--- config.mk ---
export PLATFORM = sky130hd
export DESIGN_NAME = load_extend
export DESIGN_NICKNAME = d
export VERILOG_FILES = /design/src/hdl/mem_pkg.sv /design/src/hdl/load_extend.sv
export SDC_FILE = /design/constraint.sdc
export NUM_CORES = 1
export LEC_CHECK = 0
export BUFFER_PORTS_ARGS = -buffer_cell sky130_fd_sc_hd__buf_4
export CORE_MARGIN = 5
export CORE_UTILIZATION = 31
export CTS_BUF_LIST = sky130_fd_sc_hd__clkbuf_8
export CTS_CLUSTER_SIZE = 30
export DETAILED_ROUTE_END_ITERATION = 16
export PLACE_DENSITY_LB_ADDON = 0.1
export SYNTH_ARGS = -nofsm -noshare
export SYNTH_HDL_FRONTEND = slang
export SYNTH_SLANG_ARGS = --single-unit
--- constraint.sdc ---
create_clock -name clk -period 2.3 [get_ports clk]
set_clock_uncertainty 0.2 [all_clocks]
set_input_delay 0.23 -clock clk [delete_from_list [all_inputs] [get_ports clk]]
set_output_delay 0.23 -clock clk [all_outputs]
set_load 0.01 [all_outputs]
--- src/hdl/mem_pkg.sv ---
// Memory stage package.
// Word sizes, cache geometry, request codes and memory latency.
package mem_pkg;

  localparam int XLEN = 64;
  localparam int OFFSET_BITS = 3;      // byte offset inside a word.
  localparam int BYTE_LANES = 8;

  localparam logic REQ_READ = 1'b0;
  localparam logic REQ_WRITE = 1'b1;

  localparam int LINE_COUNT = 8;
  localparam int INDEX_BITS = 3;
  localparam int TAG_BITS = XLEN - OFFSET_BITS - INDEX_BITS;

  localparam int MEM_WORDS = 256;
  localparam int WORD_ADDR_BITS = 8;
  localparam int MEM_LATENCY = 3;
  localparam int LAT_BITS = 2;

  // size field is byte count minus one.
  localparam logic [2:0] SIZE_B = 3'd0;
  localparam logic [2:0] SIZE_H = 3'd1;
  localparam logic [2:0] SIZE_W = 3'd3;
  localparam logic [2:0] SIZE_D = 3'd7;

  localparam logic [1:0] CS_IDLE = 2'd0;
  localparam logic [1:0] CS_HIT = 2'd1;
  localparam logic [1:0] CS_MEM = 2'd2;
  localparam logic [1:0] CS_DONE = 2'd3;

endpackage

--- src/hdl/load_extend.sv ---
// Load extender.
// Sign or zero extends the right-aligned load data by the latched size.
`timescale 1ns/1ps

module load_extend import mem_pkg::*; (
  input  logic            clk,
  input  logic            rst,
  input  logic            i_start,
  input  logic            i_ren,
  input  logic [2:0]      i_bytes,
  input  logic            i_unsigned,
  input  logic [XLEN-1:0] i_raw_rdata,
  output logic [XLEN-1:0] o_rdata
);

  logic [2:0] bytes_q;
  logic       unsigned_q;
  logic       sign;

  always_ff @(posedge clk) begin
    if (rst) begin
      bytes_q <= SIZE_D;
      unsigned_q <= 1'b0;
    end else if (i_start && i_ren) begin
      bytes_q <= i_bytes;
      unsigned_q <= i_unsigned;
    end
  end

  always_comb begin
    sign = 1'b0;
    o_rdata = i_raw_rdata;
    case (bytes_q)
      SIZE_B: begin
        sign = ~unsigned_q & i_raw_rdata[7];
        o_rdata = {{56{sign}}, i_raw_rdata[7:0]};
      end
      SIZE_H: begin
        sign = ~unsigned_q & i_raw_rdata[15];
        o_rdata = {{48{sign}}, i_raw_rdata[15:0]};
      end
      SIZE_W: begin
        sign = ~unsigned_q & i_raw_rdata[31];
        o_rdata = {{32{sign}}, i_raw_rdata[31:0]};
      end
      default: o_rdata = i_raw_rdata;   // full word.
    endcase
  end

endmodule

==> flow_summary_export.csv <==
group,metric,value,unit
power_and_ir_drop,worst_ir_drop_vdd,0.2553,mV
setup_path,critPathSlowestCell,"dfxtp_1",
setup_path,critical-path-top-delay-family,"flip-flops",
sta,slew_viol_final,0,
setup_path,r2r_slack,1.27,ns
sta,setup_violations,0,
setup_path,path_cells,"mux2i_4, o2bb2ai_4, a21o_2, buf_4",
die,coreArea,2686,µm²
clock_network,path_clk_slew,0.03,ns
die,die_h,62.39,µm
clock_network,clockBufferDepth,2,
placed_design,placedCellCount,232,
setup_path,crit_required,1.87,ns
finish,synthToLayoutAreaGrowth,106.6,%
power_and_ir_drop,powerDensity,353.3,nW/µm²
logic_synthesis,synthFlopType,"dfxtp_1",
clock_network,cts_tree,"yes",
die,pin_count,136,
sta,setup_tns,0,ns
clock_network,cts_sinks,4,
logic_synthesis,yosysMostFrequentCell,"a21o_2",
global_routing,gr-usage-all-layers,0.1593,
setup_path,max_stage_delay,0.51,ns
placed_design,pre_cts_slack,0.2476,ns
logic_synthesis,netlist.top_cell.by_area,"a21o_2",
drt,wl,3.561,mm
flow_run,cap_violations,0,
sta,fin_ws,0.1627,ns
drt,vias,1163,
logic_synthesis,yosysTopAreaCellShare,0.3088,
setup_path,worst_setup_path_start_kind,"flop",
sta,min_period_over_period,0.9293,
global_routing,overflow,0,
drt,drtIter0Drc,34,
drt,drc,0,
logic_synthesis,synth_edf_count,0,
setup_path,endpoint_kind,"output port",
logic_synthesis,syn_area_per_cell,8.682,µm²
drt,ant_nets,0,
logic_synthesis,synth_nets,170,
sta,worst_pin_slew,0.5443,ns
sta,hold_slack,0.08230,ns
clock_network,cts_buffers,3,
die,num_rows,19,
sta,period_needed,2.137,ns
finish,diodes,0,
setup_path,cp_max_fo,16,
finish,drive_gt1_frac,0.8010,
logic_synthesis,synth_area,850.8,µm²
power_and_ir_drop,p_leak,1.099,nW
sta,timing.final.hold_violations,0,
min_path,hold_path.class,"in2reg",
logic_synthesis,synth_cell_types,22,
logic_synthesis,synth_seq_cells,4,
die,start_util,0.3167,
logic_synthesis,postSynthCellCount,98,
die,die_width,62.39,µm
global_routing,grt_pass1_wl,5.230,mm
die,fp.dieArea,3893,µm²
setup_path,path_class,"reg2out",
sta,timing.fmax,467.9,MHz
setup_path,cp.arrival,1.71,ns
logic_synthesis,synthArstFlopShare,0,
drt,vias_per_cell,4.907,
global_routing,antenna_found_initial,0,
outcome,run_status,"finished, final reports clean",
sta,grt_setup_unrepaired,"no",
logic_synthesis,ys_top_cells_by_count,"30 x a21o_2, 27 x a21o_1, 8 x buf_4, 5 x clkbuf_1",
placed_design,dp_hpwl,2.793,mm
drt,wl_per_cell,15.03,µm
finish,final_core_util,0.6544,
placed_design,gp_congestion,0.7000,
logic_synthesis,synth_area_leaders,"a21o_2 31%, a21o_1 24%, dfxtp_1 9.4%",
setup_path,worst-path-buf-inv,1,
global_routing,first_global_vias,1143,
drt,dr.pass1.iters,4,
global_routing,grt_max_degree,33,
finish,fin_cells,237,
clock_network,cts-root-buf,"clkbuf_8",
finish,final_nets,280,
logic_synthesis,ys.warnings.count,0,
sta,relSlewSlack,0.6371,
placed_design,io_buffers,121,
logic_synthesis,yosysSeqAreaShare,0.09412,
clock_network,cts_max_level,1,
clock_network,worstSkewPairLatency,0.22,ns
==> flip-flops by register name, summed over array words and instances (netlist names) <==
name and flops:
bytes_q 3, unsigned_q 1
==> power breakdown <==
group / internal (mW) / switching [mW] / leakage (nW) / total, mW
Sequential: 0.0743 / 0.00648 / 0.0330 / 0.0808
Combinational: 0.244 / 0.150 / 1.04 / 0.394
Clock: 0.111 / 0.0349 / 0.0216 / 0.146
==> repair_timing <==
action | in CTS | in global routing
setup buffers | 0 | 0
setup endpoints to repair | 0 | 32
hold endpoints to repair | 1 | 0
hold buffers | 1 | 0
gates resized for setup | 0 | 3
==> per-layer routing <==
layer / track usage / part of all wire / vias up
met4: 0.06631 / 0.015 / 0
met3: 0.05935 / 0.12 / 6
met1: 0.1528 / 0.34 / 521
met5: 0 / 0 / -
met2: 0.2992 / 0.52 / 65
li1: - / - / 571
==> path summary, 6_finish.rpt <==
kind | start | to | cells past startpoint
min | i_unsigned | unsigned_q | 3
max reg2reg | bytes_q[0] | bytes_q[0] | 1
max | bytes_q[0] | o_rdata[54] | 4
min reg2reg | unsigned_q | unsigned_q | 2
==> worst min-delay path, delay by kind of cell <==
kind / cells / cell delay [ns]
AO/OA/AOI/OAI: 1 / 0.05
buffers and inverters: 1 / 0.11
AND/OR/NAND/NOR: 1 / 0.06
==> metrics by stage <==
step,cell area [µm²],power [mW]
floorplan,850.8,0.2635
global placement,1669,0.4630
detailed placement,1669,0.4692
CTS,1720,0.6205
global route,1758,0.6592
finish,1758,0.6210
==> area by class of cell <==
| class | count | area, µm² |
|---|---|---|
| fillers | 228 | 928.4 |
| repair buffers | 122 | 918.4 |
| multi-input cells | 76 | 675.6 |
| flip-flops and latches | 4 | 80.08 |
| clock buffers | 3 | 41.29 |
| well taps | 31 | 38.79 |
| inverters | 1 | 3.754 |
==> logic make-up (layout without fill, tap and decap cells) <==
logic type,count (synthesis),count (layout),share of synthesized area
muxes,1,1,0.01617
buffers and inverters,19,126,0.1559
AOI/OAI and AO/OA,62,63,0.6176
DFF,4,4,0.09412
and+or+nand+nor,12,12,0.1162
==> cells in the final DEF, fill, tap and decap left out <==
cell | netlist | final
a211o_1 | 2 | 2
a211o_2 | 1 | 1
a21o_1 | 27 | 26
a21o_2 | 30 | 31
a21oi_1 | 1 | 1
and3_1 | 3 | 3
and4bb_2 | 1 | 1
buf_4 | 8 | 121
clkbuf_8 | 0 | 3
dfxtp_1 | 4 | 4
dlygate4sd3_1 | 0 | 1
inv_1 | 1 | 1
mux2i_4 | 0 | 1
nand2_1 | 2 | 2
nand3_1 | 1 | 1
nor2_4 | 1 | 1
nor3b_4 | 1 | 1
o2bb2ai_4 | 1 | 2
or2_2 | 1 | 1
or3_2 | 1 | 1
or3_4 | 1 | 1
No activity file was read; power rests on OpenSTA's default activity.
