**config.mk**
```make
export PLATFORM = sky130hd
export DESIGN_NAME = mem_unit
export DESIGN_NICKNAME = d
export VERILOG_FILES = /design/src/hdl/mem_pkg.sv /design/src/hdl/mem_unit.sv
export SDC_FILE = /design/constraint.sdc
export NUM_CORES = 1
export LEC_CHECK = 0
export ABC_AREA = 1
export BUFFER_PORTS_ARGS = -buffer_cell sky130_fd_sc_hd__buf_2
export CORE_AREA = 2 2 157 159
export CTS_BUF_LIST = sky130_fd_sc_hd__clkbuf_4
export CTS_CLUSTER_DIAMETER = 80
export DETAILED_ROUTE_END_ITERATION = 10
export DIE_AREA = 0 0 159 161
export HOLD_SLACK_MARGIN = 0.05
export SYNTH_ARGS = -nofsm -noshare
export SYNTH_HDL_FRONTEND = slang
export SYNTH_SLANG_ARGS = --single-unit
```
**constraint.sdc**
```tcl
create_clock -name clk -period 4.42 [get_ports clk]
set_input_delay 0.442 -clock clk [delete_from_list [all_inputs] [get_ports clk]]
set_output_delay 0.442 -clock clk [all_outputs]
set_load 0.01 [all_outputs]
```
**src/hdl/mem_pkg.sv**
```systemverilog
// Memory stage package.
// Word sizes, cache geometry, request codes and memory latency.
package mem_pkg;

  localparam int XLEN = 64;
  localparam int OFFSET_BITS = 3;      // byte offset inside a word.
  localparam int BYTE_LANES = 8;

  localparam logic REQ_READ = 1'b0;
  localparam logic REQ_WRITE = 1'b1;

  localparam int LINE_COUNT = 8;
  localparam int INDEX_BITS = 3;
  localparam int TAG_BITS = XLEN - OFFSET_BITS - INDEX_BITS;

  localparam int MEM_WORDS = 256;
  localparam int WORD_ADDR_BITS = 8;
  localparam int MEM_LATENCY = 3;
  localparam int LAT_BITS = 2;

  // size field is byte count minus one.
  localparam logic [2:0] SIZE_B = 3'd0;
  localparam logic [2:0] SIZE_H = 3'd1;
  localparam logic [2:0] SIZE_W = 3'd3;
  localparam logic [2:0] SIZE_D = 3'd7;

  localparam logic [1:0] CS_IDLE = 2'd0;
  localparam logic [1:0] CS_HIT = 2'd1;
  localparam logic [1:0] CS_MEM = 2'd2;
  localparam logic [1:0] CS_DONE = 2'd3;

endpackage

```
**src/hdl/mem_unit.sv**
```systemverilog
// Memory unit.
// Turns a start pulse into a held cache request and a done level.
`timescale 1ns/1ps

module mem_unit import mem_pkg::*; (
  input  logic            clk,
  input  logic            rst,
  input  logic            i_start,
  input  logic            i_ack,
  input  logic [XLEN-1:0] i_addr,
  input  logic [2:0]      i_bytes,
  input  logic            i_ren,
  input  logic            i_wen,
  input  logic [XLEN-1:0] i_wdata,
  input  logic            i_dcache_ack,
  input  logic [XLEN-1:0] i_dcache_rdata,
  output logic            o_done,
  output logic [XLEN-1:0] o_raw_rdata,
  output logic            o_dcache_req,
  output logic [XLEN-1:0] o_dcache_addr,
  output logic            o_dcache_op,
  output logic [2:0]      o_dcache_bytes,
  output logic [XLEN-1:0] o_dcache_wdata
);

  logic wait_q;   // access outstanding at the cache.
  logic go;
  logic hs_dcache;

  assign go = i_start & (i_ren | i_wen);
  assign hs_dcache = wait_q & i_dcache_ack;

  always_ff @(posedge clk) begin
    if (rst) begin
      wait_q <= 1'b0;
      o_dcache_req <= 1'b0;
      o_done <= 1'b0;
    end else begin
      if (go) begin
        wait_q <= 1'b1;
        o_dcache_req <= 1'b1;
      end else if (hs_dcache) begin
        wait_q <= 1'b0;
        o_dcache_req <= 1'b0;
        o_done <= 1'b1;
      end else if (o_done && i_ack) begin
        o_done <= 1'b0;   // pipeline took the result.
      end
    end
  end

  always_ff @(posedge clk) begin
    if (go) begin
      o_dcache_op <= i_ren ? REQ_READ : REQ_WRITE;   // read wins over write.
      o_dcache_addr <= i_addr;
      o_dcache_bytes <= i_bytes;
      o_dcache_wdata <= i_wdata;
    end
    if (hs_dcache) begin
      o_raw_rdata <= i_dcache_rdata;
    end
  end

endmodule

```
==> qor.yml, run 1 <==
placement:
  detailed_place_hpwl_um: 11600
  gp_congestion: 0.717
  dp_slack_ns: 2.13
  place_inst: 935
  port_buffers: 399
clock_tree:
  cts_setup_buffers: 0
  numCtsBuffers: 17
  clockBufferDepth: 2
  ctsHoldBuffers: 194
  cts_num_sinks: 198
  htree_num_levels: 4
  clockRootBuffer: "clkbuf_4"
  post_cts_resized: 0
logic_synthesis:
  yosys_warnings: 0
  ys_seq_area_share_pct: 99.0
  syn_area_um2: 5980
  netlist_instances: 210
  async_flop_share_pct: 0
  synth_top_area_cell: "edfxtp_1"
  yosysMostFrequentCell: "edfxtp_1"
  synth_top_area_share_pct: 98.3
  ys_ff_latch: 198
  synth.avg_cell_area_um2: 28.5
  synth-edff-count: 196
  ys_types: 8
  synth_area_leaders: "edfxtp_1, dfxtp_1, inv_1, nand2_1, a21oi_2"
  ys.flop_type: "edfxtp_1"
  syn_nets: 412
  synth_common_cells: "edfxtp_1, inv_1, nand2_1"
run_status:
  status: "aborted with a tool error"
  error: "[ERROR RSZ-0060] Max buffer count reached."
  flow.stopped_at: "clock tree synthesis (4_1_cts)"
floorplanning:
  core.rowCount: 57
  die_y_um: 161
  initial_core_util_pct: 25.0
  pin_count: 400
  die_x_um: 159
-- metrics by stage --
| step | utilization [%] | area [µm²] |
|---|---|---|
| global placement | 35.1 | 8410 |
| detailed placement | 35.1 | 8410 |
| floorplan | - | 5980 |
-- logic make-up after synthesis --
| family | count (synthesis) | share of synthesized area (%) |
|---|---|---|
| AOI/OAI and AO/OA | 3 | 0.376 |
| DFF | 198 | 99.0 |
| buffers and inverters | 4 | 0.251 |
| and+or+nand+nor | 5 | 0.355 |
==> run 2, diff against run 1 <==
CORE_AREA = 2 2 154 156   (was 2 2 157 159)
CTS_BUF_LIST = not set   (was sky130_fd_sc_hd__clkbuf_4)
CTS_CLUSTER_DIAMETER = not set   (was 80)
DIE_AREA = 0 0 156 158   (was 0 0 159 161)
HOLD_SLACK_MARGIN = not set   (was 0.05)
PLACE_DENSITY_LB_ADDON = 0.15   (was not set)
==> run 2 against run 1 <==
The run now ends clean. Synthesized cell count stayed put. Synthesized area stayed put.
==> qor.yml, run 2 <==
worst_setup_path:
  critPathMaxStageDelay_ns: 0.67
  crit_fanout: 45
  startpoint_type: "register"
  crit_start: "wait_q"
  end_kind: "register"
  criticalPathCategory: "reg -> reg"
  crit_chain: "nand2_1 > inv_2 > buf_4"
  slowest_stage: "inv_2"
  timing.rr.start: "wait_q"
  crit_arrival_ns: 1.96
  critPathRequiredTime_ns: 4.52
logic_synthesis:
  syn_nets: 412  # unchanged
  async_flop_share_pct: 0  # unchanged
  synthAdderAreaFrac_pct: 0  # unchanged
  synth-compound-area-share_pct: 0.376  # unchanged
  synth_area_leaders: "edfxtp_1, dfxtp_1, inv_1, nand2_1, a21oi_2"
  synth_top_family_by_area: "compound AO/OA/AOI/OAI gates"
  synthSimpleGateAreaFrac_pct: 0.355  # unchanged
  synth.avg_cell_area_um2: 28.5  # unchanged
  synth_top_area_share_pct: 98.3  # unchanged
  synth-edff-count: 196  # unchanged
  ys.flop_type: "edfxtp_1"
  ys_types: 8  # unchanged
  synth_common_cells: "edfxtp_1, inv_1, nand2_1"
  ys_seq_area_share_pct: 99.0  # unchanged
  yosys_warnings: 0  # unchanged
  netlist_instances: 210  # unchanged
  syn_area_um2: 5980  # unchanged
  synthMuxAreaShare_pct: 0  # unchanged
  synth_top_area_cell: "edfxtp_1"
  ys_ff_latch: 198  # unchanged
  yosysMostFrequentCell: "edfxtp_1"
  synth-xor-area-share_pct: 0  # unchanged
clock_tree:
  cts_num_sinks: 198  # unchanged
  cts_setup_buffers: 0  # unchanged
  cts_tree: "yes"
  clockRootBuffer: "clkbuf_16"
  post_cts_resized: 0  # unchanged
  numCtsBuffers: 17  # unchanged
  clkSlewWorstSetupHoldPaths_ns: 0.08
  ctsHoldBuffers: 0  # -100%
  clk_latency_ns: 0.43
  clockBufferDepth: 2  # unchanged
  htree_num_levels: 4  # unchanged
route:
  wl_met2_um: 8550
  first_iter_violations: 151
  viasPerCell: 3.97
  vias: 3707
  wl_met3_um: 1870
  dr.pass1.iters: 4
  drt-total-wl_um: 16300
  drtAntennaViolNets: 0
  drc: 0
  met1Wirelength_um: 5600
  routed.top_layer: "met5"
  routedWlPerCell_um: 17.4
placement:
  gp_congestion: 0.766  # +6.8%
  detailed_place_hpwl_um: 12500  # +7.7%
  port_buffers: 399  # unchanged
  dpl-instance-area_um2: 8370  # -0.42%
timing:
  grt_setup_unrepaired: "no"
  fin_skew_ns: 0.00791
  relSlewSlack_pct: 38.0
  hold_viol: 0
  fin_crit_sh_pct: 42.0
  max_freq_ghz: 0.538
  period_minus_slack_ns: 1.86
  drv_slew: 0
  tightest_slew_ns: 0.929
  setup_violations: 0
  finalSetupTns_ns: 0
hold_path:
  hp-class: "in -> reg"
  holdCritStartpoint: "i_addr[48]"
floorplanning:
  core.rowCount: 56  # -1.8%
  die_x_um: 156  # -1.9%
  dieArea_um2: 24600
  die_y_um: 158  # -1.9%
  pin_count: 400  # unchanged
  coreArea_um2: 23100
  initial_core_util_pct: 26.0  # +0.99 points
finish:
  drive_gt1_share_pct: 67.9
  nNetsFinal: 833
  area_delta_synth_final_pct: 49.4
  fillers: 2168
  layout_commonest_cell: "buf_2"
  reg_top3: "o_dcache_addr: 64 flops, o_dcache_wdata: 64 flops, o_raw_rdata: 64 flops"
  ff_latch_area_um2: 5930
  final_cell_mix: "buf_2, edfxtp_1, clkbuf_16"
  n_antenna_cell: 0
  postLayoutCellArea_um2: 8940
  multiInputGateArea_um2: 43.8
power_and_ir_drop:
  power.density_nw_per_um2: 454
  leakagePower_nw: 3.77
  ir_worst_vdd_uv: 203
global_route:
  grt_max_degree: 94
  antenna_found_initial: 1
  grt_pass1_wl_um: 22500
  grt-ovfl-total: 0
  grt_usage_pct: 12.6
  grt_pass1_vias: 3880
run:
  maxCapViolCount: 0
run_status:
  status: "finished clean"
[run 2: cell counts after synthesis]
No cell type changed its count.
[run 2: area by class of cell]
type                       count  area share, %
clock inverter                14           1.55
inverter                       4          0.224
timing repair buffer         402           22.6
tap                          290           4.06
clock buffer                  18           4.80
multi-input combinational      8          0.490
sequential                   198           66.3
[run 2: layer usage]
metal  vias to the layer above  GRT usage, %
met5                         -             0
met4                         2          4.02
met3                        15          6.93
met2                       237          22.3
met1                      1764          12.8
li1                       1689             -
[run 2: logic make-up after synthesis]
group	count (synthesis)
compound gates	3
simple gates	5
flops	198
buf+inv	4
[run 2: worst max-delay path, delay by kind of cell, from the launching register on]
kind,cells,cell delay [ns]
and+or+nand+nor,1,0.07
buffers and inverters,2,1.09
DFF,1,0.35
[run 2: report_power, final]
part / switching (mW) / total [mW] / leakage, nW / internal (mW)
sequential: 0.0304 / 2.24 / 1.87 / 2.21
clock: 0.742 / 1.49 / 0.279 / 0.752
combinational: 0.185 / 0.328 / 1.62 / 0.143
total: 0.958 / 4.06 / 3.77 / 3.10
[run 2: per-stage QoR]
| stage | std cells | utilization (%) | total power, mW | hold slack, ns | worst slack (ns) |
|---|---|---|---|---|---|
| 5_1_grt | 934 | 38.8 | 4.24 | 0.146 | 2.42 |
| 3_3_place_gp | 902 | 36.3 | 2.61 | 0.454 | 2.36 |
| 3_5_place_dp | 902 | 36.3 | 2.62 | 0.462 | 2.29 |
| 2_1_floorplan | 210 | - | 2.39 | 0.486 | 0.849 |
| 4_1_cts | 934 | 38.8 | 4.13 | 0.152 | 2.54 |
| 6_report | 934 | 38.8 | 4.06 | 0.181 | 2.56 |
[run 2: worst paths after layout]
check	slack, ns	depth (start not counted)	end
max	2.56	3	o_raw_rdata[46]
min reg2reg	0.48	2	o_done
min	0.18	1	o_dcache_addr[48]
max reg2reg	2.56	3	o_raw_rdata[46]
(Power assumes the default switching activity.)
==> run 3, diff against run 2 <==
CORE_AREA = 2 2 155 157   (was 2 2 154 156)
DIE_AREA = 0 0 157 159   (was 0 0 156 158)
clock period = 1.65 ns   (was 4.42 ns; I/O delays follow)
==> run 3 against run 2 <==
The flow now stops in clock tree synthesis (4_1_cts). Synthesized area is the same. Synthesized cell count is the same.
==> qor.yml, run 3 <==
logic_synthesis:
  synth.avg_cell_area_um2: 28.5  # unchanged
  netlist_instances: 210  # unchanged
  synth_area_leaders: "edfxtp_1, dfxtp_1, inv_1, nand2_1, a21oi_2"
  ys_ff_latch: 198  # unchanged
  ys_seq_area_share_pct: 99.0  # unchanged
  yosys_warnings: 0  # unchanged
  yosysMostFrequentCell: "edfxtp_1"
  ys.flop_type: "edfxtp_1"
  async_flop_share_pct: 0  # unchanged
  syn_nets: 412  # unchanged
  synth-edff-count: 196  # unchanged
  synth_common_cells: "edfxtp_1, inv_1, nand2_1"
  ys_types: 8  # unchanged
  syn_area_um2: 5980  # unchanged
  synth_top_area_cell: "edfxtp_1"
  synth_top_area_share_pct: 98.3  # unchanged
clock_tree:
  cts_num_sinks: 198  # unchanged
  htree_num_levels: 4  # unchanged
  numCtsBuffers: 17  # unchanged
  cts_setup_buffers: 0  # unchanged
  ctsHoldBuffers: 194  # +194
  clockRootBuffer: "clkbuf_16"
  post_cts_resized: 0  # unchanged
  clockBufferDepth: 2  # unchanged
run_status:
  status: "aborted with a tool error"
  flow.stopped_at: "clock tree synthesis (4_1_cts)"
  error: "[ERROR RSZ-0060] Max buffer count reached."
floorplanning:
  pin_count: 400  # unchanged
  die_x_um: 157  # +0.64%
  initial_core_util_pct: 25.8  # -0.16 points
  core.rowCount: 56  # unchanged
  die_y_um: 159  # +0.63%
placement:
  gp_congestion: 0.767  # about the same
  dp_slack_ns: 0.249  # -2.05 ns
  detailed_place_hpwl_um: 13200  # +4.9%
  port_buffers: 399  # unchanged
[run 3: cell counts after synthesis]
Identical to the previous run, type by type.
[run 3: per-stage QoR]
| stage | area (µm²) | hold slack (ns) | cells | setup TNS (ns) | util (%) |
|---|---|---|---|---|---|
| after detailed placement | 8480 | 0.343 | 934 | 0 | 36.6 |
| after global placement | 8480 | 0.342 | 934 | 0 | 36.6 |
| after floorplan | 6000 | 0.227 | 210 | -147.11 | - |
[run 3: cell families after synthesis]
logic type / synth area share, %
AOI/OAI and AO/OA: 0.376
DFF: 99.0
and+or+nand+nor: 0.355
buffers and inverters: 0.251
